==> src/logic/ecc_mem_pkg.sv <==
package ecc_mem_pkg;

    localparam int ECC_DATA_W = 47;
    localparam int ECC_PAR_W  = 7;
    localparam int WORD_W     = 32;
    localparam int TAG_W      = 15;

    localparam logic [11:0] CTRL       = 12'h400;
    localparam logic [11:0] INJ_DATA   = 12'h404;
    localparam logic [11:0] INJ_PAR    = 12'h408;
    localparam logic [11:0] CNT_CORR   = 12'h40c;
    localparam logic [11:0] CNT_UNCORR = 12'h410;

    localparam logic [1:0] RESP_OKAY   = 2'b00;
    localparam logic [1:0] RESP_SLVERR = 2'b10;

    typedef enum logic [2:0] {
        WRITE_MEM,
        READ_MEM,
        READ_CFG,
        READ_CNT,
        CLEAR_CNT,
        REJECT_WR,
        REJECT_RD
    } mem_op_e;

    typedef struct packed {
        mem_op_e                op;
        logic [TAG_W-1:0]       idx;
        logic [WORD_W-1:0]      wdata;
        logic [WORD_W-1:0]      cfg_rdata;
        logic [WORD_W-1:0]      inject_data;
        logic [ECC_PAR_W-1:0]   inject_par;
        logic                   bypass;
    } mem_req_t;

    typedef struct packed {
        mem_req_t               req;
        logic [WORD_W-1:0]      rd_word;
        logic [ECC_PAR_W-1:0]   rd_par;
    } stored_t;

    typedef struct packed {
        logic                   is_read;
        logic [1:0]             resp;
        logic [WORD_W-1:0]      rdata;
    } mem_rsp_t;

    // Parity bit k is the XOR of the codeword bits whose column has bit k set.
    function automatic logic [ECC_PAR_W-1:0] ecc_encode(input logic [ECC_DATA_W-1:0] d);
        logic [ECC_PAR_W-1:0] p;
        p[0] = d[0] ^ d[1] ^ d[3] ^ d[4] ^ d[6] ^ d[8] ^ d[10] ^ d[11] ^ d[13] ^ d[15] ^ d[17]
             ^ d[19] ^ d[21] ^ d[23] ^ d[25] ^ d[26] ^ d[28] ^ d[30] ^ d[32] ^ d[34] ^ d[36]
             ^ d[38] ^ d[40] ^ d[42] ^ d[44] ^ d[46];
        p[1] = d[0] ^ d[2] ^ d[3] ^ d[5] ^ d[6] ^ d[9] ^ d[10] ^ d[12] ^ d[13] ^ d[16] ^ d[17]
             ^ d[20] ^ d[21] ^ d[24] ^ d[25] ^ d[27] ^ d[28] ^ d[31] ^ d[32] ^ d[35] ^ d[36]
             ^ d[39] ^ d[40] ^ d[43] ^ d[44];
        p[2] = d[1] ^ d[2] ^ d[3] ^ d[7] ^ d[8] ^ d[9] ^ d[10] ^ d[14] ^ d[15] ^ d[16] ^ d[17]
             ^ d[22] ^ d[23] ^ d[24] ^ d[25] ^ d[29] ^ d[30] ^ d[31] ^ d[32] ^ d[37] ^ d[38]
             ^ d[39] ^ d[40] ^ d[45] ^ d[46];
        p[3] = (^d[10:4]) ^ (^d[25:18]) ^ (^d[40:33]);
        p[4] = (^d[25:11]) ^ (^d[46:41]);
        p[5] = ^d[46:26];
        p[6] = d[0] ^ d[1] ^ d[2] ^ d[4] ^ d[5] ^ d[7] ^ d[10] ^ d[11] ^ d[12] ^ d[14] ^ d[17]
             ^ d[18] ^ d[21] ^ d[23] ^ d[24] ^ d[26] ^ d[27] ^ d[29] ^ d[32] ^ d[33] ^ d[36]
             ^ d[38] ^ d[39] ^ d[41] ^ d[44] ^ d[46];
        return p;
    endfunction

endpackage
==> src/logic/ecc_check.sv <==
`timescale 1ns/1ps

module ecc_check (
    input  logic                  clk,
    input  logic                  arst_n,
    input  ecc_mem_pkg::stored_t  in,
    input  logic                  in_valid,
    output logic                  in_ready,
    output logic                  out_valid,
    input  logic                  out_ready,
    output ecc_mem_pkg::mem_rsp_t out
);
    import ecc_mem_pkg::*;

    logic [ECC_DATA_W-1:0] fixed;
    logic [ECC_DATA_W-1:0] mask;
    logic                  sbit_err;
    logic                  dbit_err;
    logic                  tag_fault;
    logic                  uncorr;
    logic                  fire;
    logic [WORD_W-1:0]     cnt_corr;
    logic [WORD_W-1:0]     cnt_uncorr;

    ecc_47_cal ecc_47_cal_i (
        .data_in   ({in.req.idx, in.rd_word}),
        .data_out  (fixed),
        .parity_in (in.rd_par),
        .parity_out(),
        .bypass    (in.req.bypass),
        .mask      (mask),
        .sbit_err  (sbit_err),
        .dbit_err  (dbit_err)
    );

    assign in_ready = out_ready;
    assign out_valid = in_valid;
    assign fire = in_valid && out_ready;

    // A fix that lands in the tag means the word came from the wrong address.
    assign tag_fault = |mask[ECC_DATA_W-1:WORD_W];
    assign uncorr = dbit_err || tag_fault;

    always_ff @(posedge clk or negedge arst_n) begin
        if (!arst_n) begin
            cnt_corr   <= '0;
            cnt_uncorr <= '0;
        end else if (fire && in.req.op == CLEAR_CNT) begin
            if (in.req.idx[0]) cnt_corr <= '0;
            if (in.req.idx[1]) cnt_uncorr <= '0;
        end else if (fire && in.req.op == READ_MEM) begin
            if (sbit_err && !tag_fault && cnt_corr != '1) cnt_corr <= cnt_corr + 1'b1;
            if (uncorr && cnt_uncorr != '1) cnt_uncorr <= cnt_uncorr + 1'b1;
        end
    end

    always_comb begin
        out = '0;
        case (in.req.op)
            READ_MEM: begin
                out.is_read = 1'b1;
                out.rdata   = fixed[WORD_W-1:0];
                out.resp    = uncorr ? RESP_SLVERR : RESP_OKAY;
            end
            READ_CFG: begin
                out.is_read = 1'b1;
                out.rdata   = in.req.cfg_rdata;
            end
            READ_CNT: begin
                out.is_read = 1'b1;
                out.rdata   = in.req.idx[0] ? cnt_uncorr : cnt_corr;
            end
            REJECT_RD: begin
                out.is_read = 1'b1;
                out.resp    = RESP_SLVERR;
            end
            REJECT_WR: out.resp = RESP_SLVERR;
            default:   out.resp = RESP_OKAY;
        endcase
    end

endmodule

==> src/logic/ecc_47_cal.sv <==
`timescale 1ns/1ps

module ecc_47_cal (
    input  logic [ecc_mem_pkg::ECC_DATA_W-1:0] data_in,
    output logic [ecc_mem_pkg::ECC_DATA_W-1:0] data_out,
    input  logic [ecc_mem_pkg::ECC_PAR_W-1:0]  parity_in,
    output logic [ecc_mem_pkg::ECC_PAR_W-1:0]  parity_out,
    input  logic                               bypass,
    output logic [ecc_mem_pkg::ECC_DATA_W-1:0] mask,
    output logic                               sbit_err,
    output logic                               dbit_err
);
    import ecc_mem_pkg::*;

    logic [ECC_PAR_W-1:0] syndrome;
    logic [5:0]           pos;
    logic                 hit;
    logic                 par_only;

    assign parity_out = ecc_encode(data_in);
    assign syndrome   = parity_in ^ parity_out;

    // A syndrome with a single bit set points at a flipped parity bit.
    assign par_only = $onehot(syndrome);

    assign mask     = (hit && !bypass) ? ECC_DATA_W'(1) << pos : '0;
    assign data_out = data_in ^ mask;
    assign sbit_err = !bypass && (hit || par_only);
    assign dbit_err = !bypass && (syndrome != '0) && !hit && !par_only;

    always_comb begin
        hit = 1'b1;
        pos = '0;
        case (syndrome)
            7'b1000011: pos = 6'd0;
            7'b1000101: pos = 6'd1;
            7'b1000110: pos = 6'd2;
            7'b0000111: pos = 6'd3;
            7'b1001001: pos = 6'd4;
            7'b1001010: pos = 6'd5;
            7'b0001011: pos = 6'd6;
            7'b1001100: pos = 6'd7;
            7'b0001101: pos = 6'd8;
            7'b0001110: pos = 6'd9;
            7'b1001111: pos = 6'd10;
            7'b1010001: pos = 6'd11;
            7'b1010010: pos = 6'd12;
            7'b0010011: pos = 6'd13;
            7'b1010100: pos = 6'd14;
            7'b0010101: pos = 6'd15;
            7'b0010110: pos = 6'd16;
            7'b1010111: pos = 6'd17;
            7'b1011000: pos = 6'd18;
            7'b0011001: pos = 6'd19;
            7'b0011010: pos = 6'd20;
            7'b1011011: pos = 6'd21;
            7'b0011100: pos = 6'd22;
            7'b1011101: pos = 6'd23;
            7'b1011110: pos = 6'd24;
            7'b0011111: pos = 6'd25;
            7'b1100001: pos = 6'd26;
            7'b1100010: pos = 6'd27;
            7'b0100011: pos = 6'd28;
            7'b1100100: pos = 6'd29;
            7'b0100101: pos = 6'd30;
            7'b0100110: pos = 6'd31;
            7'b1100111: pos = 6'd32;
            7'b1101000: pos = 6'd33;
            7'b0101001: pos = 6'd34;
            7'b0101010: pos = 6'd35;
            7'b1101011: pos = 6'd36;
            7'b0101100: pos = 6'd37;
            7'b1101101: pos = 6'd38;
            7'b1101110: pos = 6'd39;
            7'b0101111: pos = 6'd40;
            7'b1110000: pos = 6'd41;
            7'b0110001: pos = 6'd42;
            7'b0110010: pos = 6'd43;
            7'b1110011: pos = 6'd44;
            7'b0110100: pos = 6'd45;
            7'b1110101: pos = 6'd46;
            default:    hit = 1'b0;
        endcase
    end

endmodule

==> config.mk <==
export PLATFORM = sky130hd
export DESIGN_NAME = ecc_check
export DESIGN_NICKNAME = d
export VERILOG_FILES = /design/src/logic/ecc_mem_pkg.sv /design/src/logic/ecc_check.sv /design/src/logic/ecc_47_cal.sv
export SDC_FILE = /design/constraint.sdc
export NUM_CORES = 1
export LEC_CHECK = 0
export ABC_AREA = 1
export BUFFER_PORTS_ARGS = -buffer_cell sky130_fd_sc_hd__buf_2
export CORE_MARGIN = 2
export CORE_UTILIZATION = 57
export DETAILED_ROUTE_END_ITERATION = 6
export PLACE_DENSITY = 0.83
export SLEW_MARGIN = 20
export SYNTH_ARGS = -nofsm -noshare
export SYNTH_HDL_FRONTEND = slang
export SYNTH_SLANG_ARGS = --single-unit
==> constraint.sdc <==
create_clock -name clk -period 15.1 [get_ports clk]
set_clock_uncertainty 0.1 [all_clocks]
set_input_delay 3.02 -clock clk [delete_from_list [all_inputs] [get_ports clk]]
set_output_delay 3.02 -clock clk [all_outputs]
set_load 0.1 [all_outputs]
==> run metrics <==
CTS clk-pin slew, worst paths 50 ps; maximum vdd drop 0.184 mV; ANT nets after route 0; Leak Pwr 5.08 nW; most frequent cells in the layout 431 x nand2_1, 178 x nor2_1, 164 x nand3_1; routed wire length 31.3 mm; final cell count without fillers 1804; pin count of the biggest net entering global routing 65; highest routed layer met4; Clock Tree Buf Depth 2; post-CTS sizing 0; grt total ovfl 0; Clock Sinks 64; Seq/Total Area, Yosys 0.178; DRC Markers 0; synthesized instance count 1508; GRT Resource Usage Total 0.372; setup_tns 0 ps; count of nets after finishing 1771; CTS Buf Count 9; iteration count of the initial detailed-routing pass 6; vias in the first global route 9458; antenna cells 0; clk root buf clkbuf_16; Least-Margin Pin Slew 968 ps; routed wl met3 2.95 mm; CP Class in2out; fraction of layout cells with a size suffix above 1 0.127; DR WL/cell 17.3 µm; hold_ws 413 ps; DP Area 9600 µm²; Post-synth EDFFs 0; Post-Syn Area 8990 µm²; Die W 130 µm; worst relative slew slack 0.353; Slowest-stage cell, CP ha_1; htree depth 3; leading area contributor after synthesis nand2_1; Fmax 85.4 MHz; number of max-cap violations 0; Post-CTS Hold Buffers 0; FF+latch count, synth 64; Async SR Flop Fraction 1.00; HPWL after detailed placement 24.2 mm; pre-CTS setup slack 3750 ps; final worst path period share 0.775; Worst EP arrival 8590 ps; DRT iter0 DRCs 1274; first-pass GRT wire length 49.0 mm; CTS tree built; crit path from in[143]; I/O pins 202; Area contributors post-synth nand2_1 18%, dfrtp_1 18%, nand3_1 9.1%, xor2_1 8.6%, xnor2_1 8.3%; Final Hold Viols 0; CP startpoint kind input port; HP Class reg2reg; cell mode on critical path nand2_1; Final min period 11710 ps; Met1 Wirelength 12.9 mm; Via density 5.70; metal2 WL 14.1 mm; Post-Syn Nets 1691; max-slew violation count 0; Core ar. 15300 µm²; number of fill cells in the layout 1531; commonest non-fill, non-tap cell in the layout nand2_1; YS warnings 0; endpoints failing setup 0; initial antenna violation count 0; Cell Rows 45; final cell utilization of the core 0.646; Placer Congestion 1.00; Crit. End Element output pin; RSZ-0062 raised after global routing no; outcome complete, no violations; worst-path fanout max 42; dpl cells 1788; R2R Path Start cnt_corr[0]$_DFFE_PN0P_; Die Ht 130 µm; final setup margin 3390 ps; critical path cell sequence buf_2 > inv_2 > nand2_1 > nand2_1 > xor2_1 > xor2_1 > xor2_1 > xor2_1 > ha_1 > inv_1 > nor2_1 > nand2_1 > nand2_1 > nor2_1 > and2_1 > nand2_1 > nand3_1 > inv_2 > nand2_1 > nand2_1 > nand2_1 > o21bai_1 > buf_2; pwr dens 175 nW/µm²; area grow syn2layout 10.1%; Starting Density 0.587; critical path data required time 11980 ps; Design Area, Final 9900 µm²; postcts setup bufs 0; syn_area_per_cell 5.96 µm²; area share of the largest cell type after synthesis 0.180; ys flop type dfrtp_1; clk_lat worst skew 340 ps; delay of the slowest cell on the worst path 670 ps; die area 16800 µm²; hold path startpoint cnt_corr[16]$_DFFE_PN0P_; Total Power 1.73 mW; input/output buffers 129; Cell variety after synth 41; via count 10283
-- layer usage --
layer  track usage  vias to the layer above
li1              -                     4954
met1         0.496                     4678
met2         0.600                      570
met3        0.0553                       81
met4         0.164                        0
met5             0                        -
-- Yosys cell counts (15+ instances only) --
| library cell | number |
|---|---|
| xnor2_1 | 85 |
| xor2_1 | 88 |
| ha_1 | 15 |
| o22ai_1 | 17 |
| nand2_1 | 431 |
| clkbuf_1 | 33 |
| o21ai_0 | 42 |
| nor3_1 | 40 |
| dfrtp_1 | 64 |
| nand3_1 | 164 |
| inv_1 | 157 |
| nor2_1 | 179 |
| inv_2 | 17 |
| nand4_1 | 37 |
| nor4_1 | 17 |
| a21oi_1 | 19 |
-- cell families after synthesis --
| family | count (synthesis) | synth area share |
|---|---|---|
| DFF | 64 | 0.178 |
| buffers and inverters | 240 | 0.112 |
| adders and majority gates | 18 | 0.0276 |
| xor gates and xnor gates | 173 | 0.169 |
| AOI/OAI and AO/OA | 103 | 0.0668 |
| other | 1 | 0.000417 |
| and+or+nand+nor | 909 | 0.446 |
-- where the power goes --
| part | total [mW] | internal (mW) | switching [mW] |
|---|---|---|---|
| Combinational | 1.25 | 0.355 | 0.891 |
| Sequential | 0.270 | 0.209 | 0.0615 |
| Clock | 0.212 | 0.136 | 0.0760 |
-- layout make-up --
type	count	area (µm²)	share of cell area
multi-input cells	1204	6390	0.645
flip-flops and latches	64	1600	0.162
repair buffers	135	691	0.0698
inverters	174	653	0.0660
well taps	211	264	0.0267
clock buffers	13	260	0.0263
clock inverters	3	40.0	0.00405
-- path summary, 6_finish.rpt --
| check | end | slack [ps] | cells after the start |
|---|---|---|---|
| min in group asynchronous | cnt_uncorr[22]$_DFFE_PN0P_ | 2750 | 2 |
| max | out[21] | 3390 | 23 |
| min | cnt_corr[16]$_DFFE_PN0P_ | 410 | 2 |
| max in group asynchronous | cnt_corr[21]$_DFFE_PN0P_ | 11550 | 2 |
| max reg2reg | cnt_corr[10]$_DFFE_PN0P_ | 11660 | 12 |
| min reg2reg | cnt_corr[16]$_DFFE_PN0P_ | 410 | 2 |
-- flip-flops by register name (all words and copies together) (netlist names) --
name and count:
cnt_uncorr 32, cnt_corr 32
-- critical path, delay by kind of cell --
family	cells	cell delay, ps
adders and majority gates	1	670
and+or+nand+nor	12	1510
xor gates and xnor gates	4	1140
AOI/OAI and AO/OA	1	230
buffers and inverters	5	1980
(Power assumes the default switching activity.)
