### src/logic/ecc_mem_pkg.sv
package ecc_mem_pkg;

    localparam int ECC_DATA_W = 47;
    localparam int ECC_PAR_W  = 7;
    localparam int WORD_W     = 32;
    localparam int TAG_W      = 15;

    localparam logic [11:0] CTRL       = 12'h400;
    localparam logic [11:0] INJ_DATA   = 12'h404;
    localparam logic [11:0] INJ_PAR    = 12'h408;
    localparam logic [11:0] CNT_CORR   = 12'h40c;
    localparam logic [11:0] CNT_UNCORR = 12'h410;

    localparam logic [1:0] RESP_OKAY   = 2'b00;
    localparam logic [1:0] RESP_SLVERR = 2'b10;

    typedef enum logic [2:0] {
        WRITE_MEM,
        READ_MEM,
        READ_CFG,
        READ_CNT,
        CLEAR_CNT,
        REJECT_WR,
        REJECT_RD
    } mem_op_e;

    typedef struct packed {
        mem_op_e                op;
        logic [TAG_W-1:0]       idx;
        logic [WORD_W-1:0]      wdata;
        logic [WORD_W-1:0]      cfg_rdata;
        logic [WORD_W-1:0]      inject_data;
        logic [ECC_PAR_W-1:0]   inject_par;
        logic                   bypass;
    } mem_req_t;

    typedef struct packed {
        mem_req_t               req;
        logic [WORD_W-1:0]      rd_word;
        logic [ECC_PAR_W-1:0]   rd_par;
    } stored_t;

    typedef struct packed {
        logic                   is_read;
        logic [1:0]             resp;
        logic [WORD_W-1:0]      rdata;
    } mem_rsp_t;

    // Parity bit k is the XOR of the codeword bits whose column has bit k set.
    function automatic logic [ECC_PAR_W-1:0] ecc_encode(input logic [ECC_DATA_W-1:0] d);
        logic [ECC_PAR_W-1:0] p;
        p[0] = d[0] ^ d[1] ^ d[3] ^ d[4] ^ d[6] ^ d[8] ^ d[10] ^ d[11] ^ d[13] ^ d[15] ^ d[17]
             ^ d[19] ^ d[21] ^ d[23] ^ d[25] ^ d[26] ^ d[28] ^ d[30] ^ d[32] ^ d[34] ^ d[36]
             ^ d[38] ^ d[40] ^ d[42] ^ d[44] ^ d[46];
        p[1] = d[0] ^ d[2] ^ d[3] ^ d[5] ^ d[6] ^ d[9] ^ d[10] ^ d[12] ^ d[13] ^ d[16] ^ d[17]
             ^ d[20] ^ d[21] ^ d[24] ^ d[25] ^ d[27] ^ d[28] ^ d[31] ^ d[32] ^ d[35] ^ d[36]
             ^ d[39] ^ d[40] ^ d[43] ^ d[44];
        p[2] = d[1] ^ d[2] ^ d[3] ^ d[7] ^ d[8] ^ d[9] ^ d[10] ^ d[14] ^ d[15] ^ d[16] ^ d[17]
             ^ d[22] ^ d[23] ^ d[24] ^ d[25] ^ d[29] ^ d[30] ^ d[31] ^ d[32] ^ d[37] ^ d[38]
             ^ d[39] ^ d[40] ^ d[45] ^ d[46];
        p[3] = (^d[10:4]) ^ (^d[25:18]) ^ (^d[40:33]);
        p[4] = (^d[25:11]) ^ (^d[46:41]);
        p[5] = ^d[46:26];
        p[6] = d[0] ^ d[1] ^ d[2] ^ d[4] ^ d[5] ^ d[7] ^ d[10] ^ d[11] ^ d[12] ^ d[14] ^ d[17]
             ^ d[18] ^ d[21] ^ d[23] ^ d[24] ^ d[26] ^ d[27] ^ d[29] ^ d[32] ^ d[33] ^ d[36]
             ^ d[38] ^ d[39] ^ d[41] ^ d[44] ^ d[46];
        return p;
    endfunction

endpackage
### src/logic/axil_front.sv
`timescale 1ns/1ps

module axil_front #(
    parameter int DEPTH = 256
) (
    input  logic                  clk,
    input  logic                  arst_n,
    input  logic [11:0]           awaddr,
    input  logic                  awvalid,
    output logic                  awready,
    input  logic [31:0]           wdata,
    input  logic [3:0]            wstrb,
    input  logic                  wvalid,
    output logic                  wready,
    output logic [1:0]            bresp,
    output logic                  bvalid,
    input  logic                  bready,
    input  logic [11:0]           araddr,
    input  logic                  arvalid,
    output logic                  arready,
    output logic [31:0]           rdata,
    output logic [1:0]            rresp,
    output logic                  rvalid,
    input  logic                  rready,
    output logic                  req_valid,
    input  logic                  req_ready,
    output ecc_mem_pkg::mem_req_t req,
    input  logic                  rsp_valid,
    output logic                  rsp_ready,
    input  ecc_mem_pkg::mem_rsp_t rsp
);
    import ecc_mem_pkg::*;

    localparam logic [11:0] MEM_END = 12'(DEPTH * 4);

    logic [11:0]          addr;
    logic                 wr_full;
    logic                 wr_fire;
    logic                 bypass;
    logic                 inj_arm;
    logic [WORD_W-1:0]    inj_mask_data;
    logic [ECC_PAR_W-1:0] inj_mask_par;

    // Reads take priority when both kinds are pending.
    assign addr      = arvalid ? {araddr[11:2], 2'b00} : {awaddr[11:2], 2'b00};
    assign wr_full   = wstrb == 4'hf;
    assign req_valid = arvalid || (awvalid && wvalid);
    assign arready   = arvalid && req_ready;
    assign wr_fire   = awvalid && wvalid && !arvalid && req_ready;
    assign awready   = wr_fire;
    assign wready    = wr_fire;

    always_comb begin
        req        = '0;
        req.bypass = bypass;
        req.idx    = TAG_W'(addr[11:2]);
        if (arvalid) begin
            if (addr < MEM_END) begin
                req.op = READ_MEM;
            end else begin
                case (addr)
                    CTRL: begin
                        req.op        = READ_CFG;
                        req.cfg_rdata = {31'b0, bypass};
                    end
                    INJ_DATA: begin
                        req.op        = READ_CFG;
                        req.cfg_rdata = inj_mask_data;
                    end
                    INJ_PAR: begin
                        req.op        = READ_CFG;
                        req.cfg_rdata = {25'b0, inj_mask_par};
                    end
                    CNT_CORR, CNT_UNCORR: begin
                        req.op  = READ_CNT;
                        req.idx = TAG_W'(addr == CNT_UNCORR);
                    end
                    default: req.op = REJECT_RD;
                endcase
            end
        end else if (!wr_full) begin
            req.op = REJECT_WR;
        end else if (addr < MEM_END) begin
            req.op    = WRITE_MEM;
            req.wdata = wdata;
            if (inj_arm) begin
                req.inject_data = inj_mask_data;
                req.inject_par  = inj_mask_par;
            end
        end else begin
            // Config writes are done here and travel on as a clear of no counter.
            req.op = CLEAR_CNT;
            case (addr)
                CTRL, INJ_DATA, INJ_PAR: req.idx = '0;
                CNT_CORR:                req.idx = TAG_W'(1);
                CNT_UNCORR:              req.idx = TAG_W'(2);
                default:                 req.op  = REJECT_WR;
            endcase
        end
    end

    always_ff @(posedge clk or negedge arst_n) begin
        if (!arst_n) begin
            bypass        <= 1'b0;
            inj_arm       <= 1'b0;
            inj_mask_data <= '0;
            inj_mask_par  <= '0;
        end else if (wr_fire && wr_full) begin
            if (addr == CTRL) begin
                bypass <= wdata[0];
            end
            if (addr == INJ_DATA) begin
                inj_mask_data <= wdata;
                inj_arm       <= 1'b1;
            end
            if (addr == INJ_PAR) begin
                inj_mask_par <= wdata[ECC_PAR_W-1:0];
                inj_arm      <= 1'b1;
            end
            // The masks are used once, by the next memory write.
            if (req.op == WRITE_MEM) begin
                inj_arm       <= 1'b0;
                inj_mask_data <= '0;
                inj_mask_par  <= '0;
            end
        end
    end

    assign bvalid    = rsp_valid && !rsp.is_read;
    assign rvalid    = rsp_valid && rsp.is_read;
    assign rsp_ready = rsp.is_read ? rready : bready;
    assign bresp     = rsp.resp;
    assign rresp     = rsp.resp;
    assign rdata     = rsp.rdata;

endmodule

### config.mk
export PLATFORM = sky130hd
export DESIGN_NAME = axil_front
export DESIGN_NICKNAME = d
export VERILOG_FILES = /design/src/logic/ecc_mem_pkg.sv /design/src/logic/axil_front.sv
export SDC_FILE = /design/constraint.sdc
export NUM_CORES = 1
export LEC_CHECK = 0
export BUFFER_PORTS_ARGS = -buffer_cell sky130_fd_sc_hd__buf_2
export CORE_AREA = 5 5 100 102
export CTS_BUF_LIST = sky130_fd_sc_hd__clkbuf_4 sky130_fd_sc_hd__clkbuf_8 sky130_fd_sc_hd__clkbuf_16
export DETAILED_ROUTE_END_ITERATION = 10
export DIE_AREA = 0 0 105 107
export GPL_TIMING_DRIVEN = 0
export PLACE_DENSITY_LB_ADDON = 0.08
export SYNTH_ARGS = -nofsm -noshare
export SYNTH_HDL_FRONTEND = slang
export SYNTH_SLANG_ARGS = --single-unit
export TNS_END_PERCENT = 10
### constraint.sdc
create_clock -name clk -period 4.1 [get_ports clk]
set_input_delay 0.615 -clock clk [delete_from_list [all_inputs] [get_ports clk]]
set_output_delay 0.615 -clock clk [all_outputs]
set_load 0.005 [all_outputs]
==> flow_metrics.env, run 1 <==
export IMPL_layout_drive_gt1_share_pct=51.90
export IMPL_wl_met1_um=4247
export IMPL_die_h_um=107
export IMPL_finalCriticalPeriod_ns=3.514
export IMPL_placementRows=35
export IMPL_ff2ff_path_depth=3
export IMPL_cts_tree="built"
export IMPL_cts_sinks=41
export IMPL_antenna_found_initial=0
export IMPL_syn_cell_area_sq_um=3095
export IMPL_final_period_utilization_pct=85.71
export IMPL_routed_wl_um=10870
export IMPL_synthTopCellsByArea="dfrtp_1 (33%), and2_1 (12%), a22o_1 (11%), buf_4 (11%), and3_1 (8.3%)"
export IMPL_ys_async_sr_fraction_pct=100.0
export IMPL_p_int_w=0.0007350
export IMPL_io_pins=269
export IMPL_synth_top_area_cell="dfrtp_1"
export IMPL_arrival_ns=2.90
export IMPL_slew_viol_final=0
export IMPL_hp_class="primary input to async pin"
export IMPL_synth_cells=343
export IMPL_dr_pass1_iters=4
export IMPL_grt_ovfl_total=0
export IMPL_grt_pass1_vias=3337
export IMPL_finalHoldViolCount=0
export IMPL_dieWidth_um=105
export IMPL_wl_met3_um=930
export IMPL_outcome="finished clean"
export IMPL_post_dp_hpwl_um=8691
export IMPL_cp_start_kind="primary input"
export IMPL_synth_distinct_cells=43
export IMPL_drtIter0Drc=119
export IMPL_ys_warn_count=0
export IMPL_ys_ff_latch=41
export IMPL_worstMarginPinSlew_ns=0.9334
export IMPL_finClkSkew_ns=0
export IMPL_final_common_cell="buf_2"
export IMPL_powerDensity_nw_per_um2=213.8
export IMPL_top_layer="met4"
export IMPL_die_area_sq_um=11240
export IMPL_dr_wl_met2_um=5610
export IMPL_num_vias=3392
export IMPL_rsz0062_at_grt="no"
export IMPL_num_antenna_cells=0
export IMPL_ys_flop_type="dfrtp_1"
export IMPL_grt_usage_pct=18.16
export IMPL_htree_num_levels=2
export IMPL_p_clk_share_pct=41.6
export IMPL_peakVddDrop_uv=147.7
export IMPL_maxCapViolCount=0
export IMPL_power_frac_seq_pct=41.9
export IMPL_gp_congestion=0.8008
export IMPL_whs_ns=0.4491
export IMPL_post_route_util_pct=50.03
export IMPL_synth_enable_flop_cells=0
export IMPL_avgRoutedWirePerCell_um=15.74
export IMPL_switchingPower_w=0.0002299
export IMPL_synth_top_cell_area_share_pct=33.14
export IMPL_cts_buffers=5
export IMPL_post_cts_setup_buffers=0
export IMPL_final_nets=683
export IMPL_tns_ns=0
export IMPL_syn_avg_cell_area_sq_um=9.025
export IMPL_grt_pass1_wl_um=16880
export IMPL_register_area_sq_um=1026
export IMPL_start_util_pct=34.31
export IMPL_ant_nets=0
export IMPL_power_leakage_nw=2.754
export IMPL_required_ns=3.48
export IMPL_setup_violations=0
export IMPL_area_growth_pct=45.80
export IMPL_layout_common_cells="buf_2 (226), and2_1 (59), buf_4 (46), and3_1 (41), dfrtp_1 (41)"
export IMPL_ys_seq_area_share_pct=33.14
export IMPL_crit_fanout=10
export IMPL_cts_resized=0
export IMPL_vias_per_cell=4.909
export IMPL_root_buffer="clkbuf_8"
export IMPL_fp_coreArea_sq_um=9021
export IMPL_fmax_mhz=284.6
export IMPL_max_clock_path_buffers=2
export IMPL_worstSkewPairLatency_ns=0.29
export IMPL_power_frac_comb_pct=16.5
export IMPL_timing_slew_headroom_pct=37.77
export IMPL_multiInputGateArea_sq_um=1592
export IMPL_critPathKind="primary input to primary output"
export IMPL_grt_max_degree=42
export IMPL_swShare_pct=23.83
export IMPL_cts_clk_slew_worst_paths_ns=0.08
export IMPL_worst_setup_path_end_kind="primary output"
export IMPL_hold_buffers=0
export IMPL_fillers=928
export IMPL_io_buffers=225
export IMPL_drc=0
export IMPL_finalPower_w=0.0009650
flip-flops by register name, indices dropped and copies added, names as in the netlist:
signal         flops
bypass             1
inj_arm            1
inj_mask_data     32
inj_mask_par       7
cells in the mapped netlist, types with 2 or more instances:
cell type,count
and2_1,59
buf_4,46
and3_1,41
dfrtp_1,41
a22o_1,40
clkbuf_1,16
nor2_1,14
nand2_1,11
mux2_2,9
a21oi_1,8
a22oi_1,6
buf_6,6
o22ai_1,4
inv_1,3
mux2i_1,3
nor3_1,3
nor3b_1,3
a21o_1,2
nand2b_1,2
nor2b_1,2
nor4_1,2
path summary, 6_finish.rpt:
check | startpoint | end | slack (ns)
worst max-delay path | awaddr[11] | req[61] | 0.59
worst min-delay path | arst_n | inj_mask_data[17] | 0.45
worst max register to register | inj_arm | inj_arm | 3.10
worst min register to register | inj_mask_data[27] | inj_mask_data[27] | 0.52
max in group asynchronous | arst_n | inj_mask_data[9] | 3.06
min in group clk | inj_mask_data[27] | inj_mask_data[27] | 0.52
cell type report:
cell class / instances / area share [%]
multi-input cells: 233 / 35.26
repair buffers: 225 / 24.95
flip-flops and latches: 41 / 22.73
plain buffers: 70 / 10.67
clock inverters: 3 / 1.525
clock buffers: 5 / 1.525
well taps: 111 / 3.077
inverters: 3 / 0.2495
metrics by stage:
step | setup WS (ns) | cells | cell area [sq um]
finish | 0.5859 | 691 | 4513
floorplan | 1.063 | 347 | 3110
global route | 0.4188 | 691 | 4513
CTS | 0.5510 | 691 | 4513
detailed placement | 0.5507 | 683 | 4375
global placement | 0.5413 | 683 | 4375
layer usage:
layer | vias to the layer above | track usage, %
li1 | 1643 | -
met1 | 1581 | 21.65
met2 | 162 | 32.73
met5 | - | 0
met4 | 0 | 4.201
met3 | 6 | 4.515
cells by family (layout without fill, tap and decap cells):
family	count (synthesis)	in the layout	share of synthesized area (%)
mux	12	12	4.244
flops	41	41	33.14
simple gates	144	144	27.69
compound gates	72	72	18.88
other cells	1	5	0.1211
buf+inv	73	306	15.93
worst max-delay path, stage by stage:
cell	delay, ns
buf_2	0.12
or4_1	0.51
or3_1	0.37
buf_6	0.15
a211oi_2	0.24
nor3b_4	0.45
buf_6	0.19
and2_1	0.13
buf_2	0.11
power groups by stage:
stage | combinational [W] | clock (W) | sequential, W
floorplan | 0.0000729 | 0 | 0.000412
global placement | 0.000160 | 0 | 0.000412
detailed placement | 0.000161 | 0 | 0.000412
CTS | 0.000161 | 0.000411 | 0.000404
global route | 0.000177 | 0.000422 | 0.000404
finish | 0.000159 | 0.000402 | 0.000404
Power figures use the tool's default switching activity.
==> run 2, diff against run 1 <==
CORE_AREA = 5 5 102 104   (was 5 5 100 102)
CTS_BUF_LIST = sky130_fd_sc_hd__clkbuf_8   (was sky130_fd_sc_hd__clkbuf_4 sky130_fd_sc_hd__clkbuf_8 sky130_fd_sc_hd__clkbuf_16)
DIE_AREA = 0 0 107 109   (was 0 0 105 107)
MAX_ROUTING_LAYER = met4   (was unset)
==> run 2 against run 1 <==
Against the previous run:
- final area decreased by 0.39%
- largest power group unchanged
- clock skew is the same
- first-iteration DRC count grew 2.5%
- critical path depth unchanged
- largest cell class unchanged
- clock power shrank 16%
- non-clock buffer count unchanged
- flip-flop and latch count did not move
- die area rose by 3.8%
- count of clock-buffer cells in the layout up 1
- final cell count up 0.43%
- hold slack gained 0.020 ns
==> flow_metrics.env, run 2 (synthesis gave the netlist of run 1 again) <==
export IMPL_routed_wl_um=10980
export IMPL_fmax_mhz=284.4
export IMPL_cp_start_kind="primary input"
export IMPL_start_util_pct=32.72
export IMPL_setup_violations=0
export IMPL_fillers=969
export IMPL_num_antenna_cells=0
export IMPL_worst_setup_path_end_kind="primary output"
export IMPL_ant_nets=0
export IMPL_grt_max_degree=42
export IMPL_die_h_um=109
export IMPL_finalPower_w=0.0008994
export IMPL_htree_num_levels=2
export IMPL_reg2reg_from="inj_arm"
export IMPL_peakVddDrop_uv=132.8
export IMPL_endpoint="req[51]"
export IMPL_layout_common_cells="buf_2 (226), and2_1 (59), buf_4 (46), and3_1 (41), dfrtp_1 (41)"
export IMPL_grt_usage_pct=18.19
export IMPL_area_growth_pct=45.23
export IMPL_rsz0062_at_grt="no"
export IMPL_multiInputGateArea_sq_um=1592
export IMPL_gp_congestion=0.8012
export IMPL_cts_buffers=5
export IMPL_powerDensity_nw_per_um2=200.1
export IMPL_outcome="finished clean"
export IMPL_final_nets=683
export IMPL_cts_resized=0
export IMPL_top_register="inj_mask_data"
export IMPL_final_period_utilization_pct=85.75
export IMPL_hp_class="primary input to async pin"
export IMPL_reg2reg_slack_ns=3.07
export IMPL_critPathKind="primary input to primary output"
export IMPL_reg2reg_to="inj_arm"
export IMPL_power_leakage_nw=2.748
export IMPL_grt_pass1_wl_um=16720
export IMPL_hold_buffers=0
export IMPL_ff2ff_path_depth=3
export IMPL_top_regs="inj_mask_data (32), inj_mask_par (7)"
export IMPL_startpoint="awaddr[11]"
export IMPL_finClkSkew_ns=0
export IMPL_grt_pass1_vias=3322
export IMPL_maxCapViolCount=0
export IMPL_largest_reg_flops=32
export IMPL_arrival_ns=2.90
export IMPL_grt_ovfl_total=0
export IMPL_tns_ns=0
export IMPL_vias_per_cell=4.892
export IMPL_antenna_found_initial=0
export IMPL_required_ns=3.48
export IMPL_timing_slew_headroom_pct=37.20
export IMPL_register_area_sq_um=1026
export IMPL_drtIter0Drc=122
export IMPL_dr_pass1_iters=4
export IMPL_cts_clk_slew_worst_paths_ns=0.08
export IMPL_cts_sinks=41
export IMPL_post_dp_hpwl_um=8611
export IMPL_finalCriticalPeriod_ns=3.516
export IMPL_drc=0
export IMPL_root_buffer="clkbuf_8"
export IMPL_num_vias=3395
export IMPL_worstSkewPairLatency_ns=0.28
export IMPL_final_common_cell="buf_2"
export IMPL_max_clock_path_buffers=2
export IMPL_die_area_sq_um=11660
export IMPL_post_cts_setup_buffers=0
export IMPL_fp_coreArea_sq_um=9459
export IMPL_avgRoutedWirePerCell_um=15.82
export IMPL_dieWidth_um=107
export IMPL_cts_tree="built"
export IMPL_whs_ns=0.4691
export IMPL_placementRows=36
export IMPL_crit_fanout=10
export IMPL_io_pins=269
export IMPL_io_buffers=225
export IMPL_finalHoldViolCount=0
export IMPL_slew_viol_final=0
export IMPL_worstMarginPinSlew_ns=0.9421
export IMPL_layout_drive_gt1_share_pct=51.72
run 2: changes by cell type in the layout (fill, tap and decap cells not counted), sizes merged:
cell    delta
bufinv     -1
clkbuf     +1
run 2: critical path: stages:
cell and delay (ns):
buf_2 0.12, or4_1 0.50, or3_1 0.37, buf_6 0.15, a211oi_2 0.24, nor3b_4 0.46, buf_6 0.19, and2_1 0.12
buf_2 0.12
run 2: report_power, final:
group,internal (W),switching [W]
clock,0.000196,0.000139
sequential,0.000404,0.0000000628
combinational,0.0000856,0.0000741
total,0.000686,0.000214
run 2: per-stage QoR:
step | worst slack (ns) | util [%] | area [sq um] | std cells
global route | 0.4026 | 47.53 | 4496 | 694
finish | 0.5844 | 47.53 | 4496 | 694
global placement | 0.5304 | 46.30 | 4379 | 686
floorplan | 1.063 | - | 3110 | 347
detailed placement | 0.5487 | 46.30 | 4379 | 686
CTS | 0.5480 | 47.53 | 4496 | 694
run 2: area by class of cell:
class | instances | share of cell area [%]
Sequential cell | 41 | 22.82
Inverter | 3 | 0.2505
Clock buffer | 6 | 1.837
Timing Repair Buffer | 225 | 25.05
Clock inverter | 2 | 0.7515
Buffer | 70 | 10.72
Tap cell | 114 | 3.173
Multi-Input combinational cell | 233 | 35.40
run 2: routing by layer:
layer	vias to the layer above	wire, um	global-route usage, %
met5	-	0	-
met1	1576	4564	23.60
met2	168	5467	29.90
met4	0	158	4.840
li1	1638	-	-
met3	13	786	2.724
run 2: worst min path at each step:
stage / from / end / slack, ns / cells after the start
final: arst_n / inj_mask_data[20] / 0.47 / 1
after global routing: arst_n / inj_mask_data[20] / 0.54 / 1
after CTS: arst_n / inj_mask_data[20] / 0.51 / 1
after detailed placement: inj_mask_data[15] / inj_mask_data[15] / 0.49 / 1
after global placement: inj_mask_data[31] / inj_mask_data[31] / 0.49 / 1
after floorplan: arst_n / bypass / 0.32 / 0
